**src/xt_timing_pkg.sv**
```systemverilog
package xt_timing_pkg;

	////////////////////
	// CPU speed code
	////////////////////

	// Code 3 is unused and treated as the 4.77 MHz speed
	typedef enum logic [1:0] {
		SPEED_4_77  = 2'd0,
		SPEED_7_16  = 2'd1,
		SPEED_14_32 = 2'd2
	} cpu_speed_t;

	////////////////////
	// Strobe rates
	////////////////////

	// Phase accumulator width, wide enough for two clock periods
	localparam int unsigned ACC_WIDTH = 32;

	// Audio sample rate
	localparam int unsigned RATE_AUDIO_HZ = 44100;

	// CPU rates, 14.318 MHz divided by 3, 2 and 1
	localparam int unsigned RATE_4_77_HZ  = 4772727;
	localparam int unsigned RATE_7_16_HZ  = 7159090;
	localparam int unsigned RATE_14_32_HZ = 14318180;

	////////////////////
	// Reset timing
	////////////////////

	// Width of the stretch, splash and delay counters
	localparam int unsigned CNT_WIDTH = 32;

endpackage
```
**src/xt_timing_top.sv**
```systemverilog
`timescale 1ns/1ps

module xt_timing_top
	import xt_timing_pkg::*;
#(
	parameter int unsigned CLK_HZ           = 50000000,
	parameter int unsigned SYS_RESET_CYCLES = 65535,
	parameter int unsigned SPLASH_CYCLES    = 250000000,
	parameter int unsigned CPU_RESET_DELAY  = 42
) (
	input  logic       CLK_50M,
	input  logic       reset_wire,
	input  cpu_speed_t speed_sel,
	input  logic       bus_done,
	input  logic       skip_splash,
	output logic       audio_cen,
	output logic       cpu_cen,
	output logic       turbo,
	output logic       sys_reset,
	output logic       splash_active,
	output logic       cpu_reset
);

	// Raw CPU strobe before reset gating
	logic cpu_tick;

	// Audio and CPU strobes, speed latch
	cen_generator #(
		.CLK_HZ (CLK_HZ)
	) i_cen_generator (
		.CLK_50M    (CLK_50M),
		.reset_wire (reset_wire),
		.speed_sel  (speed_sel),
		.bus_done   (bus_done),
		.audio_cen  (audio_cen),
		.cpu_tick   (cpu_tick),
		.turbo      (turbo)
	);

	// Reset stretch and splash hold
	reset_sequencer #(
		.SYS_RESET_CYCLES (SYS_RESET_CYCLES),
		.SPLASH_CYCLES    (SPLASH_CYCLES)
	) i_reset_sequencer (
		.CLK_50M       (CLK_50M),
		.reset_wire    (reset_wire),
		.skip_splash   (skip_splash),
		.sys_reset     (sys_reset),
		.splash_active (splash_active)
	);

	// CPU release and enable gating
	cpu_run_control #(
		.CPU_RESET_DELAY (CPU_RESET_DELAY)
	) i_cpu_run_control (
		.CLK_50M       (CLK_50M),
		.reset_wire    (reset_wire),
		.sys_reset     (sys_reset),
		.splash_active (splash_active),
		.cpu_tick      (cpu_tick),
		.cpu_reset     (cpu_reset),
		.cpu_cen       (cpu_cen)
	);

endmodule

```
**src/cpu_run_control.sv**
```systemverilog
`timescale 1ns/1ps

module cpu_run_control
	import xt_timing_pkg::*;
#(
	parameter int unsigned CPU_RESET_DELAY = 42
) (
	input  logic CLK_50M,
	input  logic reset_wire,
	input  logic sys_reset,
	input  logic splash_active,
	input  logic cpu_tick,
	output logic cpu_reset,
	output logic cpu_cen
);

	// Final value of the delay count
	localparam logic [CNT_WIDTH-1:0] DELAY_LAST = CNT_WIDTH'(CPU_RESET_DELAY - 1);

	logic [CNT_WIDTH-1:0] delay_cnt;
	logic                 hold_cpu;

	// CPU waits for both the stretch and the splash screen
	assign hold_cpu = sys_reset || splash_active;

	////////////////////
	// CPU reset delay
	////////////////////

	always_ff @(posedge CLK_50M or posedge reset_wire) begin
		if (reset_wire) begin
			cpu_reset <= 1'b1;
			delay_cnt <= '0;
		end else if (hold_cpu) begin
			// Keep the delay from starting early
			cpu_reset <= 1'b1;
			delay_cnt <= '0;
		end else if (cpu_reset) begin
			if (delay_cnt == DELAY_LAST) begin
				cpu_reset <= 1'b0;
			end else begin
				delay_cnt <= delay_cnt + 1'b1;
			end
		end
	end

	////////////////////
	// Clock enable gate
	////////////////////

	// No strobes reach the CPU while it sits in reset
	assign cpu_cen = cpu_tick && !cpu_reset;

endmodule

```
**src/reset_sequencer.sv**
```systemverilog
`timescale 1ns/1ps

module reset_sequencer
	import xt_timing_pkg::*;
#(
	parameter int unsigned SYS_RESET_CYCLES = 65535,
	parameter int unsigned SPLASH_CYCLES    = 250000000
) (
	input  logic CLK_50M,
	input  logic reset_wire,
	input  logic skip_splash,
	output logic sys_reset,
	output logic splash_active
);

	// Last count value of each phase
	localparam logic [CNT_WIDTH-1:0] STRETCH_LAST = CNT_WIDTH'(SYS_RESET_CYCLES - 1);
	localparam logic [CNT_WIDTH-1:0] SPLASH_LAST  = CNT_WIDTH'(SPLASH_CYCLES - 1);

	// Edge counters for both phases
	logic [CNT_WIDTH-1:0] stretch_cnt;
	logic [CNT_WIDTH-1:0] splash_cnt;
	logic                 stretch_done;
	logic                 splash_done;

	assign stretch_done = (stretch_cnt == STRETCH_LAST);
	assign splash_done  = (splash_cnt == SPLASH_LAST);

	////////////////////
	// System reset stretch
	////////////////////

	// Holds sys_reset for a fixed number of edges after reset_wire
	always_ff @(posedge CLK_50M or posedge reset_wire) begin
		if (reset_wire) begin
			sys_reset   <= 1'b1;
			stretch_cnt <= '0;
		end else if (sys_reset) begin
			if (stretch_done) begin
				// Stretch over, counter parks here
				sys_reset <= 1'b0;
			end else begin
				stretch_cnt <= stretch_cnt + 1'b1;
			end
		end
	end

	////////////////////
	// Splash screen hold
	////////////////////

	// Starts counting once sys_reset is low
	always_ff @(posedge CLK_50M or posedge reset_wire) begin
		if (reset_wire) begin
			splash_active <= 1'b1;
			splash_cnt    <= '0;
		end else if (splash_active && !sys_reset) begin
			if (skip_splash) begin
				// User asked to skip the logo
				splash_active <= 1'b0;
			end else if (splash_done) begin
				// Full hold time elapsed
				splash_active <= 1'b0;
			end else begin
				splash_cnt <= splash_cnt + 1'b1;
			end
		end
	end

endmodule

```
**src/cen_generator.sv**
```systemverilog
`timescale 1ns/1ps

module cen_generator
	import xt_timing_pkg::*;
#(
	parameter int unsigned CLK_HZ = 50000000
) (
	input  logic       CLK_50M,
	input  logic       reset_wire,
	input  cpu_speed_t speed_sel,
	input  logic       bus_done,
	output logic       audio_cen,
	output logic       cpu_tick,
	output logic       turbo
);

	// Latched speed, only follows speed_sel at end of a bus cycle
	cpu_speed_t           speed_q;
	cpu_speed_t           speed_req;
	logic                 speed_change;
	logic [ACC_WIDTH-1:0] cpu_rate;

	////////////////////
	// Speed and turbo latch
	////////////////////

	// Fold the unused code onto the slow speed
	assign speed_req = (speed_sel == SPEED_7_16 || speed_sel == SPEED_14_32) ?
		speed_sel : SPEED_4_77;

	// Update only when the bus cycle ends with a new speed
	assign speed_change = bus_done && (speed_req != speed_q);

	always_ff @(posedge CLK_50M or posedge reset_wire) begin
		if (reset_wire) begin
			speed_q <= SPEED_4_77;
		end else if (speed_change) begin
			speed_q <= speed_req;
		end
	end

	// Turbo for anything faster than stock XT
	assign turbo = (speed_q != SPEED_4_77);

	// Rate lookup for the latched speed
	always_comb begin
		case (speed_q)
			SPEED_7_16:  cpu_rate = ACC_WIDTH'(RATE_7_16_HZ);
			SPEED_14_32: cpu_rate = ACC_WIDTH'(RATE_14_32_HZ);
			default:     cpu_rate = ACC_WIDTH'(RATE_4_77_HZ);
		endcase
	end

	////////////////////
	// Strobe generators
	////////////////////

	// Audio sample strobe, free running
	rate_strobe_gen #(
		.CLK_HZ (CLK_HZ)
	) i_audio_strobe (
		.CLK_50M    (CLK_50M),
		.reset_wire (reset_wire),
		.clear      (1'b0),
		.rate       (ACC_WIDTH'(RATE_AUDIO_HZ)),
		.strobe     (audio_cen)
	);

	// CPU strobe, phase restarts on a speed change
	rate_strobe_gen #(
		.CLK_HZ (CLK_HZ)
	) i_cpu_strobe (
		.CLK_50M    (CLK_50M),
		.reset_wire (reset_wire),
		.clear      (speed_change),
		.rate       (cpu_rate),
		.strobe     (cpu_tick)
	);

endmodule

```
**src/rate_strobe_gen.sv**
```systemverilog
`timescale 1ns/1ps

module rate_strobe_gen
	import xt_timing_pkg::*;
#(
	parameter int unsigned CLK_HZ = 50000000
) (
	input  logic                 CLK_50M,
	input  logic                 reset_wire,
	input  logic                 clear,
	input  logic [ACC_WIDTH-1:0] rate,
	output logic                 strobe
);

	// Wrap point of the phase accumulator
	localparam logic [ACC_WIDTH-1:0] ACC_LIMIT = ACC_WIDTH'(CLK_HZ);

	// Phase accumulator, holds the fraction of a strobe period
	logic [ACC_WIDTH-1:0] acc;
	logic [ACC_WIDTH-1:0] acc_sum;
	logic                 acc_wrap;

	// Next phase before wrapping
	assign acc_sum  = acc + rate;
	assign acc_wrap = (acc_sum >= ACC_LIMIT);

	////////////////////
	// Accumulate and wrap
	////////////////////

	always_ff @(posedge CLK_50M or posedge reset_wire) begin
		if (reset_wire) begin
			acc    <= '0;
			strobe <= 1'b0;
		end else if (clear) begin
			// Restart phase, no strobe this cycle
			acc    <= '0;
			strobe <= 1'b0;
		end else if (acc_wrap) begin
			// One full period reached
			acc    <= acc_sum - ACC_LIMIT;
			strobe <= 1'b1;
		end else begin
			acc    <= acc_sum;
			strobe <= 1'b0;
		end
	end

endmodule

```
**config.mk**
```make
export PLATFORM = sky130hd
export DESIGN_NAME = xt_timing_top
export DESIGN_NICKNAME = d
export VERILOG_FILES = /design/src/xt_timing_pkg.sv /design/src/xt_timing_top.sv /design/src/cpu_run_control.sv /design/src/reset_sequencer.sv /design/src/cen_generator.sv /design/src/rate_strobe_gen.sv
export SDC_FILE = /design/constraint.sdc
export NUM_CORES = 1
export LEC_CHECK = 0
export BUFFER_PORTS_ARGS = -buffer_cell sky130_fd_sc_hd__buf_2
export CORE_MARGIN = 3
export CORE_UTILIZATION = 45
export DETAILED_ROUTE_END_ITERATION = 10
export MAX_ROUTING_LAYER = met4
export PLACE_DENSITY = 0.63
export SLEW_MARGIN = 20
export SYNTH_ARGS = -nofsm -noshare
export SYNTH_HDL_FRONTEND = slang
export SYNTH_SLANG_ARGS = --single-unit
```
**constraint.sdc**
```tcl
create_clock -name CLK_50M -period 11.7 [get_ports CLK_50M]
set_input_delay 2.34 -clock CLK_50M [delete_from_list [all_inputs] [get_ports CLK_50M]]
set_output_delay 2.34 -clock CLK_50M [all_outputs]
set_load 0.02 [all_outputs]
```
[Word level (Yosys, flattened, before mapping)]
Index checks and enable logic that the tools add are counted.
Operators by class
  add/subtract/negate cells: 7
  $mul: 0
  div/mod/pow operators: 0
  $lt $le $gt $ge: 2
  eq/ne operators: 9
  shifts and indexed selects: 0
  multiplexer cells: 18
  bitwise logic cells: 3
  reduce and logical (&&, ||, !) cells: 14
Operator list (number)
  $mux W32: 6
  $add A32 B1 Y32 const B: 3
  $ge A32 B26 Y1 const B: 2
  $sub A32 B26 Y32 const B: 2
  $pmux W24 S2: 1
  $add A32 B16 Y32 const B: 1
  $add A32 B24 Y32: 1
  $eq A32 B16 Y1 const B: 1
  $eq A32 B28 Y1 const B: 1
  $eq A32 B6 Y1 const B: 1
  $mux W1: 10
  $reduce_and A2 Y1: 3
  $reduce_bool A2 Y1: 3
  $eq A2 B1 Y1 const B: 2
  $eq A2 B2 Y1 const B: 2
  $logic_and A1 B1 Y1: 3
  $not A1 Y1: 3
  $reduce_and A3 Y1: 1
  $logic_not A1 Y1: 2
  $logic_or A1 B1 Y1: 2
  $mux W2: 1
  $ne A2 B1 Y1 const B: 1
  $ne A2 B2 Y1: 1
Word-level totals
  flip-flop bits (word level): 167
  bits in latches: 0
  bits in writable memories: 0
  bits in read-only memories: 0
  input bits: 6
  output and inout bits: 6
  word-level logic and storage cells: 64
  memories: 0

[Logic depth before layout (Yosys ltp)]
Gate-level depths: netlist of run 1.
  depth after elaboration: 6
  depth in mapped cells: 19
  depth with buffers taken out: 17

[Cells and area by module]
A second synthesis of run 1 with hierarchy kept.
Unflattened totals
  cells, all modules: 1495
  area, all modules: 12974.9 um2
Modules (own cells, without submodules)
  rate_strobe_gen: instances 2, cells each 484, area each 3875.0 um2, seq. area each 825.8 um2
  reset_sequencer: instances 1, cells each 295, area each 3158.0 um2, seq. area each 1654.1 um2
  cpu_run_control: instances 1, cells each 206, area each 1851.8 um2, seq. area each 827.0 um2
  cen_generator: instances 1, cells each 26, area each 215.2 um2, seq. area each 50.0 um2

[Worst setup path before layout of run 1]
Ideal clock, no wire load.
  path type: reg-to-reg
  start point: register i_cen_generator.speed_q[0]
  end point: register i_cen_generator.i_cpu_strobe.acc[8]
  library setup time: 0.099 ns
  arrival time: 4.391 ns
  required time: 11.601 ns
  path slack: 7.209 ns
  stages on the path, launching flop included: 17
  buffers on the path: 2
  period minus slack after synthesis: 4.491 ns
  path through: dfrtp_1 -> inv_1 -> ha_1 -> buf_1 -> inv_1 -> ha_1 -> nand4b_1 -> a211o_1 -> a311oi_4 -> o211ai_1 -> a21oi_1 -> xnor2_1 -> or3b_2 -> nor3_2 -> buf_2 -> a21boi_0 -> a311oi_1
On the way
  longest elaborated chain between the ends: 6
  elaborated cells between the ends (all ways): 10
  classes of those cells: add/sub: 2; order compare: 1; eq/ne: 3; mux: 3; reduce/logical: 1
RTL lines
  start: declaration: line cen_generator.sv:18  | cpu_speed_t speed_q;
  start signal: assignment: line cen_generator.sv:38  | speed_q <= speed_req;
  $eq A2 B2 Y1 / $eq A2 B1 Y1 (equally long branches): line cen_generator.sv:47  | case (speed_q)
  $pmux W24 S2: line cen_generator.sv:47
  $add A32 B24 Y32: line rate_strobe_gen.sv:24  | assign acc_sum = acc + rate;
  $sub A32 B26 Y32 / $ge A32 B26 Y1 (equally long branches): line rate_strobe_gen.sv:41, rate_strobe_gen.sv:25
  $mux W32: line rate_strobe_gen.sv:39  | end else if (acc_wrap) begin
  $mux W32 (*): line rate_strobe_gen.sv:35  | end else if (clear) begin
  end signal: assignment: line rate_strobe_gen.sv:41  | acc <= acc_sum - ACC_LIMIT;
  end signal: assignment: line rate_strobe_gen.sv:44  | acc <= acc_sum;
  end: declaration: line rate_strobe_gen.sv:19  | logic [ACC_WIDTH-1:0] acc;
Every way passes the cells marked *; elsewhere a longest branch is shown, timed or not.
A chain may end at the register's enable or synchronous reset.

[Final worst setup path of run 1]
  start point: register i_cen_generator.speed_q[0]
  end point: register i_cen_generator.i_cpu_strobe.acc[23]
The elaborated chain is that of the path after synthesis.

==> metrics, run 1 <==
Detail Route Antenna Nets=0; Sw Share=41.7%; placed instance area=11300 µm²; core area=about 24000 µm²; crit path cell chain=inv_1 -> ha_1 -> inv_1 -> ha_1 -> nand4b_1 -> o21bai_1 -> a211oi_2 -> o211a_1 -> o21ai_0 -> xnor2_1 -> a31oi_1 -> or3_1 -> a21oi_1 -> mux2_2; post-synth top area cell=dfrtp_1; syn avg cell area=between 8 and 9 µm²; clock buffer depth=2; Total Power=0.00222 W; Multi-input gate area=6480 µm²; Die Span Y=about 160 µm; Die Area=26400 µm²; Worst R2R End=i_cen_generator.i_cpu_strobe.acc[23]$_DFF_PP0_; critical path class=reg2reg; worst min-delay path category=reg2reg; CTS H-Tree Depth=4; startpoint of the most critical setup path=i_cen_generator.speed_q[0]$_DFFE_PP0P_; Max VDD drop=between 0.1 and 0.15 mV; CTS sink cnt=165; CTS tree=built; hold path endpoint=i_reset_sequencer.stretch_cnt[15]$_DFFE_PP0P_; Post-DP HPWL=16900 µm; Final setup viols=0; drt pass-1 iters=5; status=completed; Synth Flop Type=dfrtp_1; Data arrival, critical path=5.83 ns; I/O pin cnt=12; worst-path maximum fanout=31; Clk pin slew, worst setup/hold paths=0.08 ns; Storage cell area=4130 µm²; Mapped Cells=1238; Die Wd=163 µm; initial antenna violation count=0; Port Buffers=11; Synth Cell Area=roughly 11000 µm²; commonest non-fill, non-tap cell in the layout=dfrtp_1; Max Cap Viol=0; Design Area, Final=11900 µm²; ratio of cells with drive above 1 in the final layout=about 7.6%; clock skew=approximately 0.021 ns; Critical Path Slowest Stage Cell=or3_1; nature of the critical path endpoint=flop; vias per inst=5.73; Starting DRT DRC Count=736; Synth area leaders=dfrtp_1 37%, xnor2_1 8.1%, xor2_1 5.4%; worst reg2reg startpoint=i_cen_generator.speed_q[0]$_DFFE_PP0P_; final-report max-slew violation count=0; Yosys reg bits=165; Total Nets Final=1248; initial core utilization=46.4%; Max Clk Rate=between 150 and 200 MHz; GR Overflow Total=0; worst-margin pin slew=1.02 ns; Int Pwr=0.00130 W; Netlist cell types=87; headroom to the max-slew limit=32.3%; HP Start=i_reset_sequencer.stretch_cnt[15]$_DFFE_PP0P_; required time at the worst-slack endpoint=roughly 12 ns; worst-case reg-to-reg path depth=14; Clk Latency, worst-skew pair=~0.44 ns; Min-Delay Path Depth=1; Area Overhead vs Synth=7.90%; PD cells=about 190 nW/µm²; Detailed Route WL=24000 µm; Tcrit/Tclk final=47.1%; post-route setup slack=6.19 ns; WP buf/inv=2; Via Count=8880; Global Route Usage Sum=19.4%; pre-CTS setup slack=~6.3 ns; clock root buffer=clkbuf_16; FP Rows=56; Inserted Diodes=0; GPL Wtd Cong=approximately 0.91; FILL cells=2261; Synth Warn #=0; combinational power share=42.3%; post-synth net total=1268; number of synthesized flops with an enable pin=0; # DRC=0; hold_buf cts=0; Hold Fails Final Rpt=0; Seq pwr share=31.5%; setup TNS=0 ns; Tmin final=5.51 ns; Inserted Clock Buffers=17; post-CTS sizing=0; Worst R2R Setup Slack=around 6.2 ns; Leak Pwr=4.99 nW; family with the most delay on the worst path=compound AO/OA/AOI/OAI gates; DR WL/cell=15.5 µm; area fraction of the dominant cell type after synthesis=36.8%; Clk network pwr share=around a quarter; largest net degree at the start of global routing=84; Sw Pwr=about 0.0009 W; RSZ-0062 raised after global routing=no; Synth async-reset ratio=100%; Worst path max stage delay=0.77 ns; number of global-route vias before repair=8382; first-pass GRT wire length=~41000 µm; Worst setup SP type=flop; # Post-CTS Setup Buffers=0; most frequent cells in the layout=162 x dfrtp_1, 130 x nand2_1, 102 x xnor2_1; register area share after synthesis=37.5%
## flip-flops by register name, summed over array words and instances (netlist names)
register / count
i_reset_sequencer.splash_active: 1
i_cpu_run_control.delay_cnt: 32
i_cen_generator.i_audio_strobe.strobe: 1
i_cen_generator.i_cpu_strobe.strobe: 1
i_cen_generator.i_cpu_strobe.acc: 32
i_reset_sequencer.stretch_cnt: 32
i_cen_generator.i_audio_strobe.acc: 30
i_reset_sequencer.sys_reset: 1
i_reset_sequencer.splash_cnt: 32
i_cpu_run_control.cpu_reset: 1
i_cen_generator.speed_q: 2
## per-stage QoR
stage / instances / hold WS, ns / utilization, %
2_1_floorplan: 1238 / 0.435 / -
3_3_place_gp: 1518 / 0.454 / 47.4
3_5_place_dp: 1518 / 0.458 / 47.4
4_1_cts: 1550 / 0.471 / 50.1
5_1_grt: 1550 / 0.492 / 50.1
6_report: 1550 / 0.471 / 50.1
## cell usage after synthesis, types with 4 or more instances
| cell | instances |
|---|---|
| buf_2 | 12 |
| dfrtp_1 | 162 |
| ha_1 | 23 |
| nand3b_1 | 12 |
| and4_1 | 7 |
| and3_1 | 30 |
| nand4b_1 | 5 |
| o21ai_0 | 32 |
| o211ai_1 | 18 |
| o21bai_1 | 6 |
| nand4_1 | 32 |
| or4_1 | 5 |
| a311oi_1 | 5 |
| mux2i_1 | 23 |
| or3_1 | 15 |
| o21a_1 | 10 |
| nor2b_1 | 9 |
| and3b_1 | 4 |
| a21oi_1 | 55 |
| a21boi_0 | 5 |
| buf_1 | 4 |
| a211o_1 | 6 |
| o21ai_1 | 4 |
| clkbuf_1 | 30 |
| nor3_1 | 33 |
| o211a_1 | 4 |
| xnor2_1 | 102 |
| or2_2 | 13 |
| a31oi_1 | 15 |
| nand3_1 | 50 |
| xor2_1 | 68 |
| inv_1 | 45 |
| nor4_1 | 14 |
| o31ai_1 | 4 |
| nand2_1 | 130 |
| nor2_1 | 92 |
| a31o_2 | 6 |
| nor4b_1 | 8 |
| and2_1 | 17 |
| buf_4 | 4 |
| a311o_1 | 4 |
| a21o_1 | 11 |
| a211oi_1 | 17 |
| nand2b_1 | 15 |
## power groups by stage
stage	combinational [W]	clock, W	sequential (W)
finish	0.000942	0.000581	0.000701
global placement	0.000920	0	0.000711
floorplan	0.000793	0	0.000670
detailed placement	0.000933	0	0.000711
CTS	0.000939	0.000599	0.000700
global route	0.00105	0.000621	0.000710
## kinds of logic after synthesis
kind of cell	after synthesis	share of synthesized area (%)
AOI/OAI and AO/OA	250	16.3
adders and majority gates	25	2.88
muxes	25	2.29
xor gates and xnor gates	171	13.7
DFF	165	37.5
and+or+nand+nor	503	23.6
buffers and inverters	99	3.80
## layout make-up
type / count / area share, %
Clock inverter: 15 / 1.65
Tap cell: 319 / 3.36
Timing Repair Buffer: 15 / 0.747
Sequential cell: 165 / 34.7
Inverter: 45 / 1.46
Multi-Input combinational cell: 974 / 54.5
Clock buffer: 17 / 3.58
## worst register-to-register path, delay by kind of cell, from the launching register on
family,cells,cell delay (ns)
XOR/XNOR,1,0.52
AND/OR/NAND/NOR,2,0.96
adder cells (fa/ha/maj),2,0.97
multiplexers,1,0.35
buffers and inverters,2,0.46
flip-flops,1,0.43
AO/OA/AOI/OAI,6,1.70
## how the worst max path moves through the flow
stage | endpoint | cells after the start
floorplan | i_cen_generator.i_audio_strobe.acc[10]$_DFF_PP0_ | 1
finish | i_cen_generator.i_cpu_strobe.acc[23]$_DFF_PP0_ | 14
global route | i_cen_generator.i_cpu_strobe.acc[8]$_DFF_PP0_ | 14
detailed placement | i_cen_generator.i_cpu_strobe.acc[8]$_DFF_PP0_ | 14
global placement | i_cen_generator.i_cpu_strobe.acc[23]$_DFF_PP0_ | 14
CTS | i_cen_generator.i_cpu_strobe.acc[8]$_DFF_PP0_ | 14
## routing by layer
| layer | up-vias | track usage, % | routed length [µm] |
|---|---|---|---|
| li1 | 4400 | - | - |
| met1 | 4271 | 26.7 | 11800 |
| met2 | 170 | 29.6 | 11100 |
| met3 | 39 | 3.36 | 747 |
| met4 | 0 | 5.54 | 447 |
| met5 | - | - | 0 |
No activity file was read; power rests on OpenSTA's default activity.
==> inputs of run 2 (changes only) <==
clock period = 5.3 ns   (was 11.7 ns; I/O delays follow)
==> run 2 against run 1 <==
Effect of this change:
- die area is the same
- non-clock buffer count is 7 higher
- clock skew is 0.0054 ns lower
- design area increased by 0.44%
- wire length is 0.28% lower
==> metrics, run 2 (same netlist as run 1, synthesis figures left out) <==
Clk Latency, worst-skew pair=0.44 ns; Inserted Diodes=0; final-report max-slew violation count=0; worst min-delay path category=reg2reg; ratio of cells with drive above 1 in the final layout=8.32%; # Post-CTS Setup Buffers=0; Leak Pwr=5.02 nW; clock skew=0.0160 ns; PD cells=between 400 and 500 nW/µm²; CTS sink cnt=~170; Max VDD drop=0.295 mV; GPL Wtd Cong=~0.9; RSZ-0062 raised after global routing=no; CTS H-Tree Depth=4; nature of the critical path endpoint=flop; FILL cells=2229; I/O pin cnt=12; critical path class=reg2reg; Max Clk Rate=202 MHz; # DRC=0; Die Span Y=between 150 and 200 µm; DR WL/cell=15.4 µm; number of global-route vias before repair=8362; status=completed; Port Buffers=11; worst-margin pin slew=approximately 0.89 ns; Total Nets Final=1255; drt pass-1 iters=5; clock root buffer=clkbuf_16; commonest non-fill, non-tap cell in the layout=dfrtp_1; Post-DP HPWL=17000 µm; initial antenna violation count=0; vias per inst=5.67; Worst setup SP type=flop; Die Wd=163 µm; Via Count=8831; Die Area=26400 µm²; most frequent cells in the layout=162 x dfrtp_1, 130 x nand2_1, 101 x xnor2_1; Tcrit/Tclk final=93.4%; Area Overhead vs Synth=8.38%; hold_buf cts=0; FP Rows=56; post-CTS sizing=0; GR Overflow Total=0; Data arrival, critical path=5.32 ns; Tmin final=approximately 5 ns; Max Cap Viol=0; headroom to the max-slew limit=40.8%; Starting DRT DRC Count=783; Final setup viols=0; initial core utilization=46.4%; Finished Core Util=between 50% and 60%; Hold Fails Final Rpt=0; Detail Route Antenna Nets=0; largest net degree at the start of global routing=166; core area=23800 µm²; clock buffer depth=2; CTS tree=built; first-pass GRT wire length=41400 µm; Clk pin slew, worst setup/hold paths=0.08 ns; setup TNS=0 ns; Inserted Clock Buffers=17; worst-path maximum fanout=20; required time at the worst-slack endpoint=roughly 5.7 ns; Detailed Route WL=about 24000 µm; Global Route Usage Sum=19.5%
==> run 2: report_power, final <==
part / switching (W) / total [W] / internal, W
Sequential: 0.000161 / 0.00155 / 0.00139
Combinational: 0.00125 / 0.00211 / 0.000860
Clock: 0.000621 / 0.00126 / 0.000640
==> run 2: layout make-up <==
| class | count | area [µm²] | share of cell area [%] |
|---|---|---|---|
| Clock buffer | 17 | 425 | 3.56 |
| Clock inverter | 15 | 173 | 1.45 |
| Inverter | 45 | 173 | 1.45 |
| Multi-Input combinational cell | 974 | 6490 | 54.4 |
| Sequential cell | 165 | 4130 | 34.6 |
| Tap cell | 319 | 399 | 3.34 |
| Timing Repair Buffer | 22 | 150 | 1.26 |
==> run 2: final timing paths <==
path,start,end,slack (ns),cells after the start
setup / recovery,i_cen_generator.speed_q[0]$_DFFE_PP0P_,i_cen_generator.i_cpu_strobe.acc[31]$_DFF_PP0_,0.35,17
min in group asynchronous,reset_wire,i_cen_generator.i_audio_strobe.acc[18]$_DFF_PP0_,0.87,3
max in group asynchronous,reset_wire,i_cpu_run_control.delay_cnt[21]$_DFFE_PP0P_,3.78,3
hold reg to reg,i_reset_sequencer.splash_cnt[4]$_DFFE_PP0P_,i_reset_sequencer.splash_cnt[4]$_DFFE_PP0P_,0.47,1
setup reg to reg,i_cen_generator.speed_q[0]$_DFFE_PP0P_,i_cen_generator.i_cpu_strobe.acc[31]$_DFF_PP0_,0.35,17
hold / removal,i_reset_sequencer.splash_cnt[4]$_DFFE_PP0P_,i_reset_sequencer.splash_cnt[4]$_DFFE_PP0P_,0.47,1
==> run 2: critical path: stages, from the launching register on <==
cell	delay, ns
dfrtp_1	0.43
inv_1	0.16
ha_2	0.38
inv_1	0.08
ha_1	0.16
inv_1	0.05
fa_1	0.37
nor2b_1	0.20
o21bai_1	0.18
a21oi_1	0.43
o21a_1	0.21
nor4_2	0.08
a2111oi_2	0.57
a211oi_1	0.14
or3_1	0.58
buf_4	0.31
o41ai_2	0.34
and3_1	0.19
==> run 2: per-stage QoR <==
step	power (W)	cell area [µm²]	hold WS, ns	setup WS (ns)	instances
finish	0.00492	11900	0.469	0.350	1557
global route	0.00529	11900	0.479	0.0497	1557
CTS	0.00493	11900	0.473	0.289	1557
detailed placement	0.00365	11300	0.461	0.341	1525
global placement	0.00363	11300	0.451	0.521	1525
floorplan	0.00323	11000	0.435	0.809	1238
==> run 2: per-layer routing <==
layer / vias up / global-route usage [%] / wire length [µm]
met5: - / - / 0
met4: 0 / 5.89 / 481
met3: 37 / 2.75 / 715
met2: 161 / 28.8 / 10700
met1: 4222 / 27.8 / 12100
li1: 4411 / - / -
